==> src/design/serial_loader_config.svh <==
/*
 Build-time sizes for the serial loader.
 SL_SERIAL_WCNT is the bit time in CLK cycles and should be even, 8 suits simulation only.
 SL_FIFO_DEPTH is also the receiver's starting credit count.
 SL_MEM_WORDS sets both the memory depth and the number of words loaded before done.
*/
`ifndef SERIAL_LOADER_CONFIG_SVH
`define SERIAL_LOADER_CONFIG_SVH

`define SL_SERIAL_WCNT 8    // CLK cycles per serial bit

`define SL_FIFO_DEPTH  4    // Byte FIFO entries

`define SL_MEM_WORDS   16   // Words in the loaded image

`endif

==> src/design/sl_uart_pkg.sv <==
/*
 Serial side and byte side types.
 Counter widths follow the values in serial_loader_config.svh.
*/
`default_nettype none
`include "serial_loader_config.svh"

package sl_uart_pkg;

    localparam int HALF_BIT = `SL_SERIAL_WCNT / 2;   // Low cycles before a start bit counts

    typedef logic [7:0] byte_t;                        // One received byte

    typedef enum logic [1:0] {
        RX_IDLE,                                       // Waiting for start bit
        RX_DATA,                                       // Sampling the eight data bits
        RX_STOP                                        // Letting the stop bit pass
    } rx_state_t;

    typedef logic [$clog2(`SL_FIFO_DEPTH+1)-1:0] credit_t;   // 0 to SL_FIFO_DEPTH
    typedef logic [$clog2(`SL_FIFO_DEPTH)-1:0]   fptr_t;     // FIFO slot index
    typedef logic [$clog2(`SL_SERIAL_WCNT+1)-1:0] tick_t;    // Cycle count in a bit time

endpackage

`default_nettype wire

==> src/design/sl_mem_pkg.sv <==
/*
 Word side and memory side types.
 Words are always 32 bits, built from four bytes, least significant first.
*/
`default_nettype none
`include "serial_loader_config.svh"

package sl_mem_pkg;

    typedef logic [31:0] word_t;                          // One memory word

    localparam int BYTES_PER_WORD = $bits(word_t) / 8;    // Bytes packed per word

    typedef logic [$clog2(BYTES_PER_WORD)-1:0] lane_t;    // Byte position inside a word

    // Wide enough to index every loaded word
    typedef logic [$clog2(`SL_MEM_WORDS)-1:0] waddr_t;

endpackage

`default_nettype wire

==> src/design/uart_rx.sv <==
/*
 8N1 receiver, LSB first, no parity, at least one stop bit.
 Start bit is taken after RXD stays low for half a bit time, bits sampled mid-bit.
 A byte is only handed on if a FIFO credit is free; otherwise it is lost and
 overrun stays set until reset.
*/
`timescale 1ns/1ps
`default_nettype none
`include "serial_loader_config.svh"

module uart_rx (
    input  logic               CLK,
    input  logic               RST_X,
    input  logic               rxd,
    input  logic               credit_ret,
    output logic               byte_valid,
    output sl_uart_pkg::byte_t byte_data,
    output logic               overrun
);
    import sl_uart_pkg::*;

    rx_state_t  state;
    tick_t      start_cnt;     // Consecutive low cycles while idle
    tick_t      bit_timer;     // Position inside the current bit
    logic [2:0] bit_idx;       // Data bit being received
    byte_t      shift_q;
    credit_t    credit_cnt;    // Free FIFO slots as seen from here
    logic       bit_tick;
    logic       last_bit;
    logic       has_credit;
    logic       push_ok;

    assign bit_tick   = (bit_timer == tick_t'(`SL_SERIAL_WCNT));   // Mid-bit sample point
    assign last_bit   = (state == RX_DATA) && bit_tick && (bit_idx == 3'd7);
    assign has_credit = (credit_cnt != '0) || credit_ret;   // A returning credit counts at once
    assign push_ok    = last_bit && has_credit;

    always_ff @(posedge CLK) begin
        if (!RST_X) begin
            state     <= RX_IDLE;
            start_cnt <= '0;
            bit_timer <= '0;
            bit_idx   <= '0;
        end else begin
            case (state)
                RX_IDLE: begin
                    start_cnt <= rxd ? '0 : start_cnt + 1'b1;   // Glitch restarts the count
                    bit_timer <= tick_t'(1);
                    bit_idx   <= '0;
                    if (!rxd && start_cnt == tick_t'(HALF_BIT)) begin
                        state <= RX_DATA;                        // Now in the middle of the start bit
                    end
                end
                RX_DATA: begin
                    start_cnt <= '0;
                    if (bit_tick) begin
                        bit_timer <= tick_t'(1);
                        bit_idx   <= bit_idx + 1'b1;
                        if (bit_idx == 3'd7) begin
                            state <= RX_STOP;
                        end
                    end else begin
                        bit_timer <= bit_timer + 1'b1;
                    end
                end
                RX_STOP: begin
                    start_cnt <= '0;
                    if (bit_tick) begin
                        state <= RX_IDLE;   // Middle of stop bit, line is high again
                    end else begin
                        bit_timer <= bit_timer + 1'b1;
                    end
                end
                default: state <= RX_IDLE;
            endcase
        end
    end

    // LSB arrives first, so shift in from the top
    always_ff @(posedge CLK) begin
        if (state == RX_DATA && bit_tick) begin
            shift_q <= {rxd, shift_q[7:1]};
        end
    end

    assign byte_data = shift_q;   // Stable from byte_valid until the next byte's first sample

    always_ff @(posedge CLK) begin
        if (!RST_X) begin
            byte_valid <= 1'b0;
            credit_cnt <= credit_t'(`SL_FIFO_DEPTH);   // FIFO starts empty
            overrun    <= 1'b0;
        end else begin
            byte_valid <= push_ok;
            case ({push_ok, credit_ret})
                2'b10:   credit_cnt <= credit_cnt - 1'b1;
                2'b01:   credit_cnt <= credit_cnt + 1'b1;
                default: credit_cnt <= credit_cnt;      // Spend and return cancel out
            endcase
            if (last_bit && !has_credit) begin
                overrun <= 1'b1;                        // Byte dropped, sticky
            end
        end
    end

endmodule

`default_nettype wire

==> src/design/byte_fifo.sv <==
/*
 Byte FIFO fed under credit control, so there is no full check on push.
 Head entry is shown combinationally, one cycle after its push.
 Each pop returns one credit to the producer a cycle later.
*/
`timescale 1ns/1ps
`default_nettype none
`include "serial_loader_config.svh"

module byte_fifo (
    input  logic               CLK,
    input  logic               RST_X,
    input  logic               byte_valid,
    input  sl_uart_pkg::byte_t byte_data,
    input  logic               fifo_pop,
    output logic               fifo_valid,
    output sl_uart_pkg::byte_t fifo_data,
    output logic               credit_ret
);
    import sl_uart_pkg::*;

    localparam fptr_t LAST_SLOT = fptr_t'(`SL_FIFO_DEPTH - 1);

    byte_t   mem [`SL_FIFO_DEPTH];
    fptr_t   wr_ptr;
    fptr_t   rd_ptr;
    credit_t occupancy;   // Entries held, 0 to SL_FIFO_DEPTH
    logic    pop;

    assign pop = fifo_pop && fifo_valid;   // A pop on an empty FIFO is ignored

    always_ff @(posedge CLK) begin
        if (byte_valid) begin
            mem[wr_ptr] <= byte_data;
        end
    end

    always_ff @(posedge CLK) begin
        if (!RST_X) begin
            wr_ptr     <= '0;
            rd_ptr     <= '0;
            occupancy  <= '0;
            credit_ret <= 1'b0;
        end else begin
            if (byte_valid) begin
                wr_ptr <= (wr_ptr == LAST_SLOT) ? '0 : wr_ptr + 1'b1;
            end
            if (pop) begin
                rd_ptr <= (rd_ptr == LAST_SLOT) ? '0 : rd_ptr + 1'b1;
            end
            case ({byte_valid, pop})
                2'b10:   occupancy <= occupancy + 1'b1;
                2'b01:   occupancy <= occupancy - 1'b1;
                default: occupancy <= occupancy;
            endcase
            credit_ret <= pop;   // One credit back per pop
        end
    end

    assign fifo_valid = (occupancy != '0);
    assign fifo_data  = mem[rd_ptr];

endmodule

`default_nettype wire

==> src/design/word_loader.sv <==
/*
 Packs four popped bytes into a word, first byte in bits 7:0.
 Words are written to consecutive addresses from 0.
 After SL_MEM_WORDS writes, done stays set until reset and nothing more is popped.
 hold stalls popping without losing a partly built word.
*/
`timescale 1ns/1ps
`default_nettype none
`include "serial_loader_config.svh"

module word_loader (
    input  logic                CLK,
    input  logic                RST_X,
    input  logic                fifo_valid,
    input  sl_uart_pkg::byte_t  fifo_data,
    input  logic                hold,
    output logic                fifo_pop,
    output logic                mem_we,
    output sl_mem_pkg::waddr_t  mem_waddr,
    output sl_mem_pkg::word_t   mem_wdata,
    output logic                done
);
    import sl_uart_pkg::*;
    import sl_mem_pkg::*;

    localparam lane_t  LAST_LANE = lane_t'(BYTES_PER_WORD - 1);
    localparam waddr_t LAST_WORD = waddr_t'(`SL_MEM_WORDS - 1);

    lane_t  lane;       // Bytes already in the current word
    word_t  pack_q;
    waddr_t word_cnt;   // Address of the next word written

    assign fifo_pop = fifo_valid && !hold && !done;

    // New byte enters at the top and moves down, so the first ends in the low lane
    always_ff @(posedge CLK) begin
        if (fifo_pop) begin
            pack_q <= {fifo_data, pack_q[$bits(word_t)-1:$bits(byte_t)]};
        end
    end

    always_ff @(posedge CLK) begin
        if (!RST_X) begin
            lane     <= '0;
            mem_we   <= 1'b0;
            word_cnt <= '0;
            done     <= 1'b0;
        end else begin
            mem_we <= fifo_pop && (lane == LAST_LANE);   // Word complete next cycle
            if (fifo_pop) begin
                lane <= lane + 1'b1;                     // Wraps after the last lane
            end
            if (mem_we) begin
                word_cnt <= word_cnt + 1'b1;
                if (word_cnt == LAST_WORD) begin
                    done <= 1'b1;                        // Image complete
                end
            end
        end
    end

    assign mem_waddr = word_cnt;
    assign mem_wdata = pack_q;

endmodule

`default_nettype wire

==> src/design/load_mem.sv <==
/*
 Word memory with one write port and one read port on the same clock.
 Read address is registered, so rd_data follows rd_addr by one cycle.
 Contents are undefined until written.
*/
`timescale 1ns/1ps
`default_nettype none
`include "serial_loader_config.svh"

module load_mem (
    input  logic               CLK,
    input  logic               mem_we,
    input  sl_mem_pkg::waddr_t mem_waddr,
    input  sl_mem_pkg::word_t  mem_wdata,
    input  sl_mem_pkg::waddr_t rd_addr,
    output sl_mem_pkg::word_t  rd_data
);
    import sl_mem_pkg::*;

    word_t  mem [`SL_MEM_WORDS];
    waddr_t rd_addr_q;

    always_ff @(posedge CLK) begin
        if (mem_we) begin
            mem[mem_waddr] <= mem_wdata;
        end
        rd_addr_q <= rd_addr;   // Registered address maps onto block RAM
    end

    // Same-address write and read returns the new word one cycle later
    assign rd_data = mem[rd_addr_q];

endmodule

`default_nettype wire

==> src/design/serial_loader_top.sv <==
/*
 Serial program loader: RXD bytes go through a credit FIFO into packed words.
 hold back-pressures the loader; once credits run out further bytes are lost
 and overrun is set.
 rd_addr/rd_data read the loaded image with one cycle latency.
*/
`timescale 1ns/1ps
`default_nettype none

module serial_loader_top (
    input  logic               CLK,
    input  logic               RST_X,
    input  logic               rxd,
    input  logic               hold,
    input  sl_mem_pkg::waddr_t rd_addr,
    output sl_mem_pkg::word_t  rd_data,
    output logic               done,
    output logic               overrun
);
    import sl_uart_pkg::*;
    import sl_mem_pkg::*;

    logic   byte_valid;   // Receiver push
    byte_t  byte_data;
    logic   credit_ret;   // One per FIFO pop
    logic   fifo_valid;
    byte_t  fifo_data;
    logic   fifo_pop;
    logic   mem_we;
    waddr_t mem_waddr;
    word_t  mem_wdata;

    uart_rx u_rx (
        .CLK        (CLK),
        .RST_X      (RST_X),
        .rxd        (rxd),
        .credit_ret (credit_ret),
        .byte_valid (byte_valid),
        .byte_data  (byte_data),
        .overrun    (overrun)
    );

    byte_fifo u_fifo (
        .CLK        (CLK),
        .RST_X      (RST_X),
        .byte_valid (byte_valid),
        .byte_data  (byte_data),
        .fifo_pop   (fifo_pop),
        .fifo_valid (fifo_valid),
        .fifo_data  (fifo_data),
        .credit_ret (credit_ret)
    );

    word_loader u_loader (
        .CLK        (CLK),
        .RST_X      (RST_X),
        .fifo_valid (fifo_valid),
        .fifo_data  (fifo_data),
        .hold       (hold),
        .fifo_pop   (fifo_pop),
        .mem_we     (mem_we),
        .mem_waddr  (mem_waddr),
        .mem_wdata  (mem_wdata),
        .done       (done)
    );

    load_mem u_mem (
        .CLK        (CLK),
        .mem_we     (mem_we),
        .mem_waddr  (mem_waddr),
        .mem_wdata  (mem_wdata),
        .rd_addr    (rd_addr),
        .rd_data    (rd_data)
    );

endmodule

`default_nettype wire

==> config.mk <==
export PLATFORM = sky130hd
export DESIGN_NAME = serial_loader_top
export DESIGN_NICKNAME = d
export VERILOG_FILES = /design/src/design/sl_uart_pkg.sv /design/src/design/sl_mem_pkg.sv /design/src/design/uart_rx.sv /design/src/design/byte_fifo.sv /design/src/design/word_loader.sv /design/src/design/load_mem.sv /design/src/design/serial_loader_top.sv
export VERILOG_INCLUDE_DIRS = /design/src /design/src/design
export SDC_FILE = /design/constraint.sdc
export NUM_CORES = 1
export LEC_CHECK = 0
export ABC_CLOCK_PERIOD_IN_PS = 9780
export BUFFER_PORTS_ARGS = -buffer_cell sky130_fd_sc_hd__buf_2
export CAP_MARGIN = 20
export CORE_MARGIN = 3
export CORE_UTILIZATION = 67
export DETAILED_ROUTE_END_ITERATION = 10
export GPL_TIMING_DRIVEN = 0
export PLACE_DENSITY = 0.84
export SLEW_MARGIN = 5
export SYNTH_ARGS = -nofsm -noshare
export SYNTH_HDL_FRONTEND = slang
export SYNTH_SLANG_ARGS = --single-unit
==> constraint.sdc <==
create_clock -name CLK -period 9.78 [get_ports CLK]
set_input_delay 1.467 -clock CLK [delete_from_list [all_inputs] [get_ports CLK]]
set_output_delay 1.467 -clock CLK [all_outputs]
set_load 0.1 [all_outputs]
==> results by group <==
Floorplanning
  • Io pins: 42
  • Die H: 193 um
  • CORE AREA: 0.0340 mm^2
  • Full die area: 0.0373 mm^2
  • Initial Util: 68.9%
  • Die width: approximately 190 um
  • # rows: 67

Layout
  • Layout cells sized above 1: between 20% and 30%
  • Number of nets in the layout: 1237
  • Leading cell type in the layout, fill and taps excluded: edfxtp_1
  • # diodes: 0
  • Final instance area: 0.0264 mm^2
  • Most frequent cells in the layout: edfxtp_1 (584), mux4_2 (136), a22oi_1 (64)
  • Area Growth Syn to Fin: 12.8%

Place
  • Post-detail-place hpwl: 31600 um
  • GP Congestion: 0.745
  • Placement Cell Area: 0.0246 mm^2
  • Port Buffers: 41
  • Worst slack at placement: between 5000 and 6000 ps

Timing
  • Worst-margin pin slew: between 900 and 1000 ps
  • Final TNS setup: 0 ps
  • Final period utilization: between 40 and 50%
  • Final Max Slew Viols: 0
  • # setup viols final: 0
  • Final worst slack: between 5000 and 6000 ps
  • Setup Skew: 27.6 ps
  • Max frequency: about 210 MHz
  • Final Hold Vio Count: 0
  • Slew margin rel.: 38.7%
  • Crit path time final: between 4000 and 5000 ps
  • RSZ-0062 raised after global routing: false

Clock tree
  • H-Tree Depth: 2
  • Total setup buffers inserted after CTS: 0
  • Cts repair resizes: 0
  • Reg clk slew, reported paths: 60 ps
  • Cts-stage hold buffer count: 0
  • CTS Buffer Depth: 3
  • Clock sinks: 622
  • CTS tree: yes
  • CTS Buf Count: 58
  • Clock latency on the worst-skew pair: 590 ps
  • Root cell of the clock tree: clkbuf_16

Drt
  • Vias/cell: about 7.0
  • Pre-antenna DRT Iters: 6
  • DRC: 0
  • DR vias: 11.8k
  • Routed WL: between 50000 and 60000 um
  • Initial DRC count: 1422
  • Detail-routed net length per standard cell: 33.1 um
  • ANT nets after route: 0

Job
  • Max-Cap Viols: 0

Logic synthesis
  • Dominant synthesized flop cell: edfxtp_1
  • Post-synthesis net count: 1117
  • Most area-consuming cells after synthesis: edfxtp_1 (75%), mux4_2 (13%), dfxtp_1 (3.2%), a22oi_1 (2.0%), ha_1 (1.2%)
  • Post-synth ARST share: 0%
  • Area leader, netlist: edfxtp_1
  • Yosys reg bits: 622
  • Unique masters post-synth: 43
  • Synth Instances: about 1.1k
  • Post-Syn Area per Cell: approximately 22 um^2
  • Sequential fraction of the synthesis area: 78.0%
  • EDFF count, synth: 584
  • Yosys warnings: 0
  • Synthesized area: 0.0234 mm^2
  • Post-synth top area share: approximately 75%

Pwr
  • Pint: approximately 4.2 mW
  • Sw frac: 21.4%
  • P per Cell Area: between 200 and 250 mW/mm^2
  • Combinational Power Share: between 5 and 6%
  • VDD IR max: 0.193 mV
  • Leak pwr: 8.55 nW
  • Seq pwr share: 53.9%
  • NetSw: 1.14 mW
  • Clk pwr share: 40.9%

Setup path
  • Reg2reg path depth: 12
  • CP Class: reg -> out
  • Critical path peak fanout: 10
  • Critical Path RT: 8310 ps
  • Setup crit start kind: flop
  • Worst r2r dst: u_rx.credit_cnt[2]
  • Worst EP arrival: 3230 ps
  • R2R setup slack: 7130 ps
  • RR Startpoint: u_rx.bit_timer[0]
  • Worst setup EP type: primary output
  • Worst setup path endpoint: rd_data[20]

GRT
  • First-pass GRT wire length: 83000 um
  • Largest net degree at the start of global routing: 23
  • Vias in the first global route: roughly 12k
  • Total grt overflow: 0
  • Initial antenna violation count: 0
  • Tot GR Track Use: 31.7%

Run status
  • Status: completed

Worst hold path
  • Hold crit path type: reg -> reg
==> registers in the layout, summed over array words and instances, names as in the netlist, 2 cells and up, named ones only <==
| signal | count |
|---|---|
| u_loader.lane | 2 |
| u_fifo.rd_ptr | 2 |
| u_loader.mem_waddr | 4 |
| u_fifo.mem | 32 |
| u_rx.credit_cnt | 3 |
| u_fifo.occupancy | 3 |
| u_mem.mem | 512 |
| u_rx.bit_idx | 3 |
| u_rx.bit_timer | 4 |
| u_rx.byte_data | 8 |
| u_rx.state | 2 |
| u_loader.mem_wdata | 32 |
| u_rx.start_cnt | 4 |
| u_fifo.wr_ptr | 2 |
==> routing by layer <==
metal / vias up / wire length [um] / GRT usage, %
met5: - / 0 / 0
met3: 191 / 5060 / 5.55
met2: 852 / 29700 / 54.7
li1: 4716 / - / -
met1: 6084 / 18600 / 40.0
met4: 0 / 2810 / 14.5
==> area by class of cell <==
class	count	area (um^2)
inverters	17	63.8
multi-input cells	395	4870
plain buffers	50	233
clock buffers	73	1530
repair buffers	60	582
well taps	448	561
fillers	1701	7590
flip-flops and latches	622	18300
clock inverters	35	303
==> worst min-delay path by stage <==
stage	endpoint	startpoint	slack, ps	cells after the start
3_5_place_dp	u_fifo.mem[2][0]	u_rx.byte_data[0]	490	0
6_report	u_fifo.mem[0][0]	u_rx.byte_data[0]	490	0
2_1_floorplan	u_fifo.mem[0][0]	u_rx.byte_data[0]	460	0
4_1_cts	u_fifo.mem[0][0]	u_rx.byte_data[0]	500	0
5_1_grt	u_fifo.mem[0][0]	u_rx.byte_data[0]	530	0
3_3_place_gp	u_fifo.occupancy[2]	u_fifo.occupancy[2]	470	2
==> metrics by stage <==
step                utilization [%]  hold slack, ps  std cells  power [mW]
floorplan                         -             459       1084        3.14
global placement               71.1             472       1573        3.19
detailed placement             72.3             487       1592        3.20
CTS                            77.7             500       1700        5.34
global route                   77.7             532       1700        5.44
finish                         77.7             489       1700        5.32
==> logic make-up after synthesis <==
| family | Yosys count | share of synthesized area, % |
|---|---|---|
| muxes | 146 | 13.5 |
| xor gates and xnor gates | 12 | 0.448 |
| DFF | 622 | 78.0 |
| and+or+nand+nor | 126 | 2.71 |
| adders and majority gates | 25 | 1.40 |
| AOI/OAI and AO/OA | 86 | 2.63 |
| buffers and inverters | 67 | 1.26 |
==> critical path, stage by stage, from the launching register on <==
cell and delay [ps]:
dfxtp_1 350, clkbuf_1 690, buf_2 470, mux4_2 380, a22oi_1 300, nand2_1 130, buf_2 320
==> power groups by stage <==
stage	clock network, mW	logic [mW]	registers [mW]
2_1_floorplan	0	0.212	2.93
3_3_place_gp	0	0.265	2.93
3_5_place_dp	0	0.270	2.93
4_1_cts	2.19	0.275	2.87
5_1_grt	2.29	0.285	2.87
6_report	2.18	0.274	2.87
==> synth_stat cells (4+ instances only) <==
master	number
inv_1	16
and2_1	22
o21ai_0	4
clkbuf_1	22
nand2_1	38
buf_4	9
buf_2	9
ha_1	23
mux4_2	136
xnor2_1	4
dfxtp_1	38
nor3_1	4
a22oi_1	64
a21oi_1	10
nor3b_1	5
edfxtp_1	584
buf_1	10
mux2i_1	8
xor2_1	8
nor2_1	32
Note: power is estimated with default switching activity, not from simulation.
